==> config.mk <==
export PLATFORM = sky130hd
export DESIGN_NAME = usb_ctl_top
export DESIGN_NICKNAME = d
export VERILOG_FILES = /design/src/hw/usb_ctl_pkg.sv /design/src/hw/setup_req_if.sv /design/src/hw/desc_stream_if.sv /design/src/hw/desc_rom.sv /design/src/hw/req_decode.sv /design/src/hw/axis_chop.sv /design/src/hw/ctl_pipe0.sv /design/src/hw/usb_ctl_top.sv
export VERILOG_INCLUDE_DIRS = /design/src /design/src/hw
export SDC_FILE = /design/constraint.sdc
export NUM_CORES = 1
export LEC_CHECK = 0
export BUFFER_PORTS_ARGS = -buffer_cell sky130_fd_sc_hd__buf_4
export CAP_MARGIN = 25
export CORE_AREA = 2 2 115 72
export DETAILED_ROUTE_END_ITERATION = 16
export DIE_AREA = 0 0 117 74
export PLACE_DENSITY = 0.75
export SLEW_MARGIN = 20
export SYNTH_ARGS = -nofsm -noshare
export SYNTH_HDL_FRONTEND = slang
export SYNTH_SLANG_ARGS = --single-unit
==> constraint.sdc <==
create_clock -name clock -period 2.58 [get_ports clock]
set_input_delay 0.258 -clock clock [delete_from_list [all_inputs] [get_ports clock]]
set_output_delay 0.258 -clock clock [all_outputs]
set_load 0.01 [all_outputs]
==> src/hw/usb_ctl_settings.svh <==
`ifndef USB_CTL_SETTINGS_SVH
`define USB_CTL_SETTINGS_SVH

// Device identity placed in the device descriptor
`define USB_VENDOR_ID 16'hFACE
`define USB_PRODUCT_ID 16'h0BDE

// Endpoint 0 packet size, also the burst chop limit
`define USB_MAX_PACKET 64

`define DESC_ROM_ABITS 6

// Byte offsets of each table inside the descriptor ROM
`define DESC_DEVICE_START 0
`define DESC_CONFIG_START 18
`define DESC_LANG_START 36
`define DESC_PRODUCT_START 40
// Three status words follow: device, interface, endpoint
`define DESC_STATUS_START 50

`endif

==> src/hw/usb_ctl_pkg.sv <==
package usb_ctl_pkg;

  // Standard bRequest codes
  localparam logic [7:0] req_get_status = 8'h00;
  localparam logic [7:0] req_set_address = 8'h05;
  localparam logic [7:0] req_get_descriptor = 8'h06;
  localparam logic [7:0] req_set_configuration = 8'h09;
  localparam logic [7:0] req_set_interface = 8'h0B;

  typedef enum logic [2:0] {
    get_status,
    set_address,
    get_descriptor,
    set_configuration,
    set_interface,
    unsupported,
    ignored
  } req_kind_e;

  // wValue as seen by GET_DESCRIPTOR
  typedef struct packed {
    logic [7:0] desc_type;
    logic [7:0] desc_index;
  } desc_sel_t;

  // Same 16 bits, also read as a plain number by the SET requests
  typedef union packed {
    desc_sel_t desc;
    logic [15:0] number;
  } setup_value_u;

endpackage

==> src/hw/setup_req_if.sv <==
interface setup_req_if;

  logic select;
  logic start;
  logic [3:0] endpt;
  logic [7:0] req_type;
  logic [7:0] request;
  usb_ctl_pkg::setup_value_u value;
  logic [15:0] length;

  modport top(
    output select, start, endpt, req_type, request, value, length
  );

  modport pipe(
    input select, start, endpt, req_type, request, value, length
  );

endinterface

==> src/hw/desc_stream_if.sv <==
interface desc_stream_if;

  logic valid;
  logic ready;
  logic last;
  logic [7:0] data;

  modport source(
    output valid, last, data,
    input ready
  );

  modport sink(
    input valid, last, data,
    output ready
  );

endinterface

==> src/hw/desc_rom.sv <==
`include "usb_ctl_settings.svh"

module desc_rom (
  input  logic [`DESC_ROM_ABITS-1:0] addr_i,
  output logic [7:0] data_o,
  output logic last_o
);

  localparam int rom_bytes = 1 << `DESC_ROM_ABITS;
  localparam logic [15:0] vendor_id = `USB_VENDOR_ID;
  localparam logic [15:0] product_id = `USB_PRODUCT_ID;

  // First byte on the wire sits in the top byte of each vector
  localparam logic [8*18-1:0] device_desc = {
    8'h12, 8'h01, 8'h00, 8'h02, 8'hFF, 8'h00, 8'h00, 8'(`USB_MAX_PACKET),
    vendor_id[7:0], vendor_id[15:8], product_id[7:0], product_id[15:8],
    8'h00, 8'h00, 8'h00, 8'h02, 8'h00, 8'h01
  };

  // Configuration followed by its single interface, no endpoints
  localparam logic [8*18-1:0] config_desc = {
    8'h09, 8'h02, 8'h12, 8'h00, 8'h01, 8'h01, 8'h00, 8'hC0, 8'h32,
    8'h09, 8'h04, 8'h00, 8'h00, 8'h00, 8'h00, 8'h00, 8'h00, 8'h00
  };

  localparam logic [8*4-1:0] lang_desc = {8'h04, 8'h03, 8'h09, 8'h04};

  // "USB0" in UTF-16LE
  localparam logic [8*10-1:0] product_desc = {
    8'h0A, 8'h03, 8'h55, 8'h00, 8'h53, 8'h00, 8'h42, 8'h00, 8'h30, 8'h00
  };

  // Self-powered device, then interface and endpoint
  localparam logic [8*6-1:0] status_words = {8'h01, 8'h00, 8'h00, 8'h00, 8'h00, 8'h00};

  // Returns {last, byte} for byte idx of a descriptor of len bytes
  function automatic logic [8:0] desc_byte(logic [8*18-1:0] desc, int len, int idx);
    return {idx == len - 1, desc[8*(len-1-idx) +: 8]};
  endfunction

  function automatic logic [rom_bytes*9-1:0] build_rom();
    logic [rom_bytes*9-1:0] t;
    t = '0;
    for (int i = 0; i < 18; i++) begin
      t[9*(`DESC_DEVICE_START+i) +: 9] = desc_byte(device_desc, 18, i);
      t[9*(`DESC_CONFIG_START+i) +: 9] = desc_byte(config_desc, 18, i);
    end
    for (int i = 0; i < 4; i++) begin
      t[9*(`DESC_LANG_START+i) +: 9] = desc_byte(lang_desc, 4, i);
    end
    for (int i = 0; i < 10; i++) begin
      t[9*(`DESC_PRODUCT_START+i) +: 9] = desc_byte(product_desc, 10, i);
    end
    // Every status word is its own two-byte reply
    for (int i = 0; i < 6; i++) begin
      t[9*(`DESC_STATUS_START+i) +: 9] = {i % 2 == 1, status_words[8*(5-i) +: 8]};
    end
    return t;
  endfunction

  localparam logic [rom_bytes*9-1:0] rom = build_rom();

  assign {last_o, data_o} = rom[9*addr_i +: 9];

endmodule

==> src/hw/req_decode.sv <==
`include "usb_ctl_settings.svh"

module req_decode (
  input  logic clock,
  setup_req_if.pipe req,
  output usb_ctl_pkg::req_kind_e kind_o,
  output logic [`DESC_ROM_ABITS-1:0] rom_start_o,
  output logic decoded_o
);

  typedef logic [`DESC_ROM_ABITS-1:0] rom_addr_t;

  logic start_q;
  logic std_q;
  usb_ctl_pkg::desc_sel_t sel;
  usb_ctl_pkg::req_kind_e kind_d;
  rom_addr_t start_d;

  assign sel = req.value.desc;

  // First stage, standard request aimed at endpoint 0
  always_ff @(posedge clock) begin
    start_q <= req.select && req.start;
    std_q <= req.req_type[6:5] == 2'b00 && req.endpt == 4'h0;
  end

  always_comb begin
    kind_d = usb_ctl_pkg::ignored;
    start_d = '0;
    if (std_q) begin
      case (req.request)
        usb_ctl_pkg::req_get_status: begin
          kind_d = usb_ctl_pkg::get_status;
          case (req.req_type[1:0])
            2'd0: start_d = rom_addr_t'(`DESC_STATUS_START);
            2'd1: start_d = rom_addr_t'(`DESC_STATUS_START + 2);
            2'd2: start_d = rom_addr_t'(`DESC_STATUS_START + 4);
            default: kind_d = usb_ctl_pkg::unsupported;
          endcase
        end
        usb_ctl_pkg::req_get_descriptor: begin
          kind_d = usb_ctl_pkg::get_descriptor;
          case (sel.desc_type)
            8'h01: start_d = rom_addr_t'(`DESC_DEVICE_START);
            8'h02: start_d = rom_addr_t'(`DESC_CONFIG_START);
            8'h03: begin
              // Only the language table and the product string exist
              if (sel.desc_index == 8'd0) begin
                start_d = rom_addr_t'(`DESC_LANG_START);
              end else if (sel.desc_index == 8'd2) begin
                start_d = rom_addr_t'(`DESC_PRODUCT_START);
              end else begin
                kind_d = usb_ctl_pkg::unsupported;
              end
            end
            default: kind_d = usb_ctl_pkg::unsupported;
          endcase
        end
        usb_ctl_pkg::req_set_address: kind_d = usb_ctl_pkg::set_address;
        usb_ctl_pkg::req_set_configuration: kind_d = usb_ctl_pkg::set_configuration;
        usb_ctl_pkg::req_set_interface: kind_d = usb_ctl_pkg::set_interface;
        default: kind_d = usb_ctl_pkg::unsupported;
      endcase
    end
  end

  // Second stage, a deselect in between drops the request
  always_ff @(posedge clock) begin
    decoded_o <= start_q && req.select;
    if (start_q) begin
      kind_o <= kind_d;
      rom_start_o <= start_d;
    end
  end

endmodule

==> src/hw/axis_chop.sv <==
module axis_chop (
  input  logic clock,
  input  logic reset,
  input  logic active_i,
  input  logic [6:0] length_i,
  output logic final_o,
  desc_stream_if.sink s,
  output logic m_tvalid_o,
  input  logic m_tready_i,
  output logic m_tlast_o,
  output logic [7:0] m_tdata_o
);

  logic [6:0] count_q;
  logic [6:0] count_next;
  logic take;

  assign count_next = count_q + 7'd1;

  // Accept while the output slot frees up and the limit is not yet hit
  assign s.ready = active_i && count_q < length_i && (!m_tvalid_o || m_tready_i);
  assign take = s.valid && s.ready;
  assign final_o = take && count_next == length_i;

  always_ff @(posedge clock) begin
    if (reset || !active_i) begin
      m_tvalid_o <= 1'b0;
      count_q <= 7'd0;
    end else if (take) begin
      m_tvalid_o <= 1'b1;
      count_q <= count_next;
    end else if (m_tready_i) begin
      m_tvalid_o <= 1'b0;
    end
  end

  always_ff @(posedge clock) begin
    if (take) begin
      m_tdata_o <= s.data;
      // Either the descriptor ends or the burst limit cuts it
      m_tlast_o <= s.last || final_o;
    end
  end

endmodule

==> src/hw/ctl_pipe0.sv <==
`include "usb_ctl_settings.svh"

module ctl_pipe0 (
  input  logic clock,
  input  logic reset,
  setup_req_if.pipe req,
  output logic error_o,
  output logic configured_o,
  output logic usb_enum_o,
  output logic [6:0] usb_addr_o,
  output logic [2:0] usb_conf_o,
  output logic m_tvalid_o,
  input  logic m_tready_i,
  output logic m_tlast_o,
  output logic [7:0] m_tdata_o
);

  usb_ctl_pkg::req_kind_e kind;
  logic decoded;
  logic [`DESC_ROM_ABITS-1:0] rom_start;
  logic [`DESC_ROM_ABITS-1:0] rom_addr_q;
  logic [7:0] rom_data;
  logic rom_last;
  logic fetch_q;
  logic act_q;
  logic [6:0] len_q;
  logic chop_final;
  logic wants_data;
  logic stream_end;

  desc_stream_if stream ();

  req_decode req_decode_i (
    .clock(clock),
    .req(req),
    .kind_o(kind),
    .rom_start_o(rom_start),
    .decoded_o(decoded)
  );

  desc_rom desc_rom_i (
    .addr_i(rom_addr_q),
    .data_o(rom_data),
    .last_o(rom_last)
  );

  // Reads with a zero wLength have no data stage
  assign wants_data = decoded && req.length != 16'd0 &&
                      (kind == usb_ctl_pkg::get_status || kind == usb_ctl_pkg::get_descriptor);
  assign stream_end = m_tvalid_o && m_tready_i && m_tlast_o;

  assign stream.valid = fetch_q;
  assign stream.data = rom_data;
  assign stream.last = rom_last;

  always_ff @(posedge clock) begin
    if (reset) begin
      error_o <= 1'b0;
      usb_enum_o <= 1'b0;
      usb_addr_o <= 7'd0;
      usb_conf_o <= 3'd0;
      configured_o <= 1'b0;
    end else begin
      if (decoded && kind == usb_ctl_pkg::set_address) begin
        usb_enum_o <= 1'b1;
        usb_addr_o <= req.value.number[6:0];
      end
      if (decoded && kind == usb_ctl_pkg::set_configuration) begin
        usb_conf_o <= req.value.number[2:0];
        configured_o <= req.value.number != 16'd0;
      end
      if (!req.select) begin
        error_o <= 1'b0;
      end else if (decoded && kind != usb_ctl_pkg::ignored) begin
        error_o <= kind == usb_ctl_pkg::unsupported;
      end
    end
  end

  // Fetch runs until the ROM or the chopper ends it, act_q until the last byte leaves
  always_ff @(posedge clock) begin
    if (reset || !req.select) begin
      fetch_q <= 1'b0;
      act_q <= 1'b0;
    end else if (wants_data) begin
      fetch_q <= 1'b1;
      act_q <= 1'b1;
    end else begin
      if (stream.valid && stream.ready && (rom_last || chop_final)) begin
        fetch_q <= 1'b0;
      end
      if (stream_end) begin
        act_q <= 1'b0;
      end
    end
  end

  always_ff @(posedge clock) begin
    if (wants_data) begin
      rom_addr_q <= rom_start;
    end else if (stream.valid && stream.ready) begin
      rom_addr_q <= rom_addr_q + 1'b1;
    end
    if (decoded) begin
      len_q <= req.length >= 16'(`USB_MAX_PACKET) ? 7'(`USB_MAX_PACKET) : req.length[6:0];
    end
  end

  axis_chop axis_chop_i (
    .clock(clock),
    .reset(reset),
    .active_i(act_q && req.select),
    .length_i(len_q),
    .final_o(chop_final),
    .s(stream),
    .m_tvalid_o(m_tvalid_o),
    .m_tready_i(m_tready_i),
    .m_tlast_o(m_tlast_o),
    .m_tdata_o(m_tdata_o)
  );

endmodule

==> src/hw/usb_ctl_top.sv <==
module usb_ctl_top (
  input  logic clock,
  input  logic reset,
  input  logic select_i,
  input  logic start_i,
  input  logic [3:0] req_endpt_i,
  input  logic [7:0] req_type_i,
  input  logic [7:0] req_args_i,
  input  logic [15:0] req_value_i,
  input  logic [15:0] req_length_i,
  output logic error_o,
  output logic configured_o,
  output logic usb_enum_o,
  output logic [6:0] usb_addr_o,
  output logic [2:0] usb_conf_o,
  output logic m_tvalid_o,
  input  logic m_tready_i,
  output logic m_tlast_o,
  output logic [7:0] m_tdata_o
);

  setup_req_if req ();

  // SETUP fields straight from the pins
  assign req.select = select_i;
  assign req.start = start_i;
  assign req.endpt = req_endpt_i;
  assign req.req_type = req_type_i;
  assign req.request = req_args_i;
  assign req.value = req_value_i;
  assign req.length = req_length_i;

  ctl_pipe0 ctl_pipe0_i (
    .clock(clock),
    .reset(reset),
    .req(req),
    .error_o(error_o),
    .configured_o(configured_o),
    .usb_enum_o(usb_enum_o),
    .usb_addr_o(usb_addr_o),
    .usb_conf_o(usb_conf_o),
    .m_tvalid_o(m_tvalid_o),
    .m_tready_i(m_tready_i),
    .m_tlast_o(m_tlast_o),
    .m_tdata_o(m_tdata_o)
  );

endmodule

==> impl_results.md <==
* Outcome: finished clean
* Comb power frac at 0.083
* First-pass GRT wire length at 12570 um
* Total gr overflow at 0
* Ys flop type: edfxtp_1
* Setup TNS at 0 ns
* Worst path max stage delay at 0.51 ns
* Worst path cell trace: nand3_2 -> o21a_1 -> or4b_4 -> a2111oi_2 -> o21ai_1 -> a31o_1
* Crit path capture: ctl_pipe0_i.fetch_q
* Post-CTS sizing at 0
* Clock root buffer: clkbuf_16
* CP arrival at 2.43 ns
* Post-Route WL at 7383 um
* HP Class: in -> reg
* Die W at 117 um
* RSZ-0062 raised after global routing: no
* CTS tree: built
* Skew final at 0.007758 ns
* Post-CTS Setup Bufs at 0
* Peak VDD IR at 0.0002976 V
* Final Hold Vio Count at 0
* Clock Latency Late Sink at 0.30 ns
* Initial core utilization at 0.4349
* Via-to-Cell Ratio at 5.311
* Post-synth EDFFs at 30
* Die span in y at 74 um
* Worst path depth at 6
* Syn_nets at 439
* Layout cells sized above 1 at 0.2308
* Clk slew on worst S/H paths at 0.08 ns
* Power Internal at 1400 uW
* Cell variety after synth at 52
* Detailed-route via count at 2921
* DRC violations left at 0
* Synthesized area per cell at 9.208 um2
* Crit. Startpoint: ctl_pipe0_i.axis_chop_i.count_q[4]
* Num CTS Buffers at 5
* Port Buf Inserts at 75
* R2R cell count at 6
* H-Tree Depth at 2
* Static leakage at 0.001700 uW
* Die ar. at 8658 um2
* GR Util All Layers at 0.1840
* Synth warn at 0
* Max_cap viols at 0
* Final design utilization at 0.5478
* DP HPWL at 5756 um
* Most common cell after layout, fill and taps aside: buf_4
* Crit Path Class: reg -> reg
* Nets@finish at 518
* Clk buf depth at 2
* # setup viols final at 0
* Routed len/inst at 13.42 um
* WHS at 0.1096 ns
* Hold path depth at 2
* Final GP Congestion at 0.8609
* CTS Hold Bufs at 0
* Cell Pwr Density at 433.4 nW/um2
* DR iter-0 viols at 200
* Yosys reg bits at 56
* Crit start category: flip-flop
* Psw at 419.2 uW
* Fillers at 711
* Post-synthesis cell area at 3333 um2
* Nature of the critical path endpoint: flip-flop
* ANT nets after route at 0
* WP buf/inv at 0
* Antenna diode count at 0
* Slowest stage cell, crit path: or4b_4
* Seq/Total Area, Yosys at 0.4264
* Synth Instances at 362
* Reg-to-Reg Start: ctl_pipe0_i.axis_chop_i.count_q[4]
* R2r setup slk at 0.34 ns
* Crit-path max FO at 6
* Synth-to-layout area growth at 25.94%
* Crit path required time at 2.78 ns
* Io pins at 80
* Worst slack, placed at 0.3440 ns
* Clock Sinks at 56
* Pins over their slew limit at 0
* Initial antenna violation count at 0
* Most frequent cells in the layout: buf_4 (86), nor2_1 (54), edfxtp_1 (30), dfxtp_1 (26), inv_1 (25)
* Pin count of the biggest net entering global routing at 26
* Top cell family by delay on the critical path: compound AO/OA/AOI/OAI gates
* Seq pwr share at 0.528
* Max Freq at 446.5 MHz
* Final worst slack at 0.3401 ns
* RR Endpoint: ctl_pipe0_i.fetch_q
* DRT Pass-1 Iters at 5
* Worst-margin pin slew at 0.7656 ns
* Row count at 25
* Ys async rst share at 0
* Switching Share at 0.2304
* Post-layout min period at 2.240 ns
* Vias in the first global route at 2762
* Clk pwr share at 0.389
* Fin crit share at 0.8682
* Core area at 7664 um2
* Max-slew headroom at the worst pin at 0.4896
registers in the layout (all words and copies together), names as in the netlist:
name / count
ctl_pipe0_i.axis_chop_i.m_tvalid_o: 1
ctl_pipe0_i.act_q: 1
ctl_pipe0_i.usb_enum_o: 1
ctl_pipe0_i.req_decode_i.start_q: 1
ctl_pipe0_i.error_o: 1
ctl_pipe0_i.req_decode_i.kind_o: 3
ctl_pipe0_i.axis_chop_i.m_tlast_o: 1
ctl_pipe0_i.len_q: 7
ctl_pipe0_i.axis_chop_i.m_tdata_o: 8
ctl_pipe0_i.rom_addr_q: 6
ctl_pipe0_i.axis_chop_i.count_q: 7
ctl_pipe0_i.req_decode_i.rom_start_o: 5
ctl_pipe0_i.usb_addr_o: 7
ctl_pipe0_i.usb_conf_o: 3
ctl_pipe0_i.fetch_q: 1
ctl_pipe0_i.req_decode_i.decoded_o: 1
ctl_pipe0_i.configured_o: 1
ctl_pipe0_i.req_decode_i.std_q: 1
through the flow:
stage | instances | total power (uW) | instance area (um2)
global route | 550 | 1878 | 4198
global placement | 542 | 1126 | 4045
floorplan | 362 | 1039 | 3333
CTS | 550 | 1828 | 4198
detailed placement | 542 | 1132 | 4045
finish | 550 | 1819 | 4198
layout make-up:
type                            count  area (um2)  area share
Sequential cell                    56        1421      0.3386
Timing Repair Buffer               86       645.6      0.1538
Clock buffer                        5       125.1     0.02981
Tap cell                          108       135.1     0.03219
Multi-Input combinational cell    267        1749      0.4167
Inverter                           25       93.84     0.02235
Clock inverter                      3       27.53    0.006557
cell usage after synthesis, drive strengths merged, types with 7 or more instances:
cell     n  area (um2)
ha      20       250.2
xnor2   11       96.34
and2     9       56.30
xor2     7       61.31
o21ai   12       60.05
a31oi    9       56.30
nor3    11       65.06
nand2b   7       43.79
inv     25       93.84
nand2   22       82.58
a21oi   22       110.1
edfxtp  30       900.9
nand3   11       60.06
nor4     8       56.30
nor2    55       214.0
dfxtp   26       520.5
clkbuf   9       33.78
mux2i   12       120.1
cell families after synthesis:
family          Yosys count  synth area share
flops                    56            0.4264
buf+inv                  39           0.04880
xor+xnor                 18           0.04730
fa+ha+maj                20           0.07508
simple gates            142            0.2162
compound gates           73            0.1400
mux                      14           0.04617
how the worst min path moves through the flow:
stage	start	to	slack, ns
final	req_type_i[5]	ctl_pipe0_i.req_decode_i.std_q	0.11
after CTS	req_type_i[5]	ctl_pipe0_i.req_decode_i.std_q	0.11
after global routing	req_type_i[6]	ctl_pipe0_i.req_decode_i.std_q	0.12
after global placement	req_type_i[5]	ctl_pipe0_i.req_decode_i.std_q	0.42
after detailed placement	req_type_i[5]	ctl_pipe0_i.req_decode_i.std_q	0.43
after floorplan	reset	ctl_pipe0_i.usb_addr_o[0]	0.33
worst register-to-register path: stages (launching register included):
cell and delay (ns):
dfxtp_1 0.48, nand3_2 0.13, o21a_1 0.21, or4b_4 0.51, a2111oi_2 0.43, o21ai_1 0.14
a31o_1 0.24
power by group through the flow:
stage / sequential [uW] / clock, uW / combinational, uW
6_report: 961 / 707 / 151
2_1_floorplan: 979 / 0 / 60.0
5_1_grt: 964 / 748 / 167
4_1_cts: 961 / 716 / 151
3_5_place_dp: 982 / 0 / 150
3_3_place_gp: 981 / 0 / 145
routing by layer:
metal	up-vias	global-route usage	share of wire	routed length (um)
met5	-	0	0	0
met4	0	0.05752	0.012	86
met3	8	0.03586	0.068	502
met2	111	0.2974	0.44	3258
met1	1337	0.2532	0.48	3536
li1	1465	-	-	-
(Power assumes the default switching activity.)
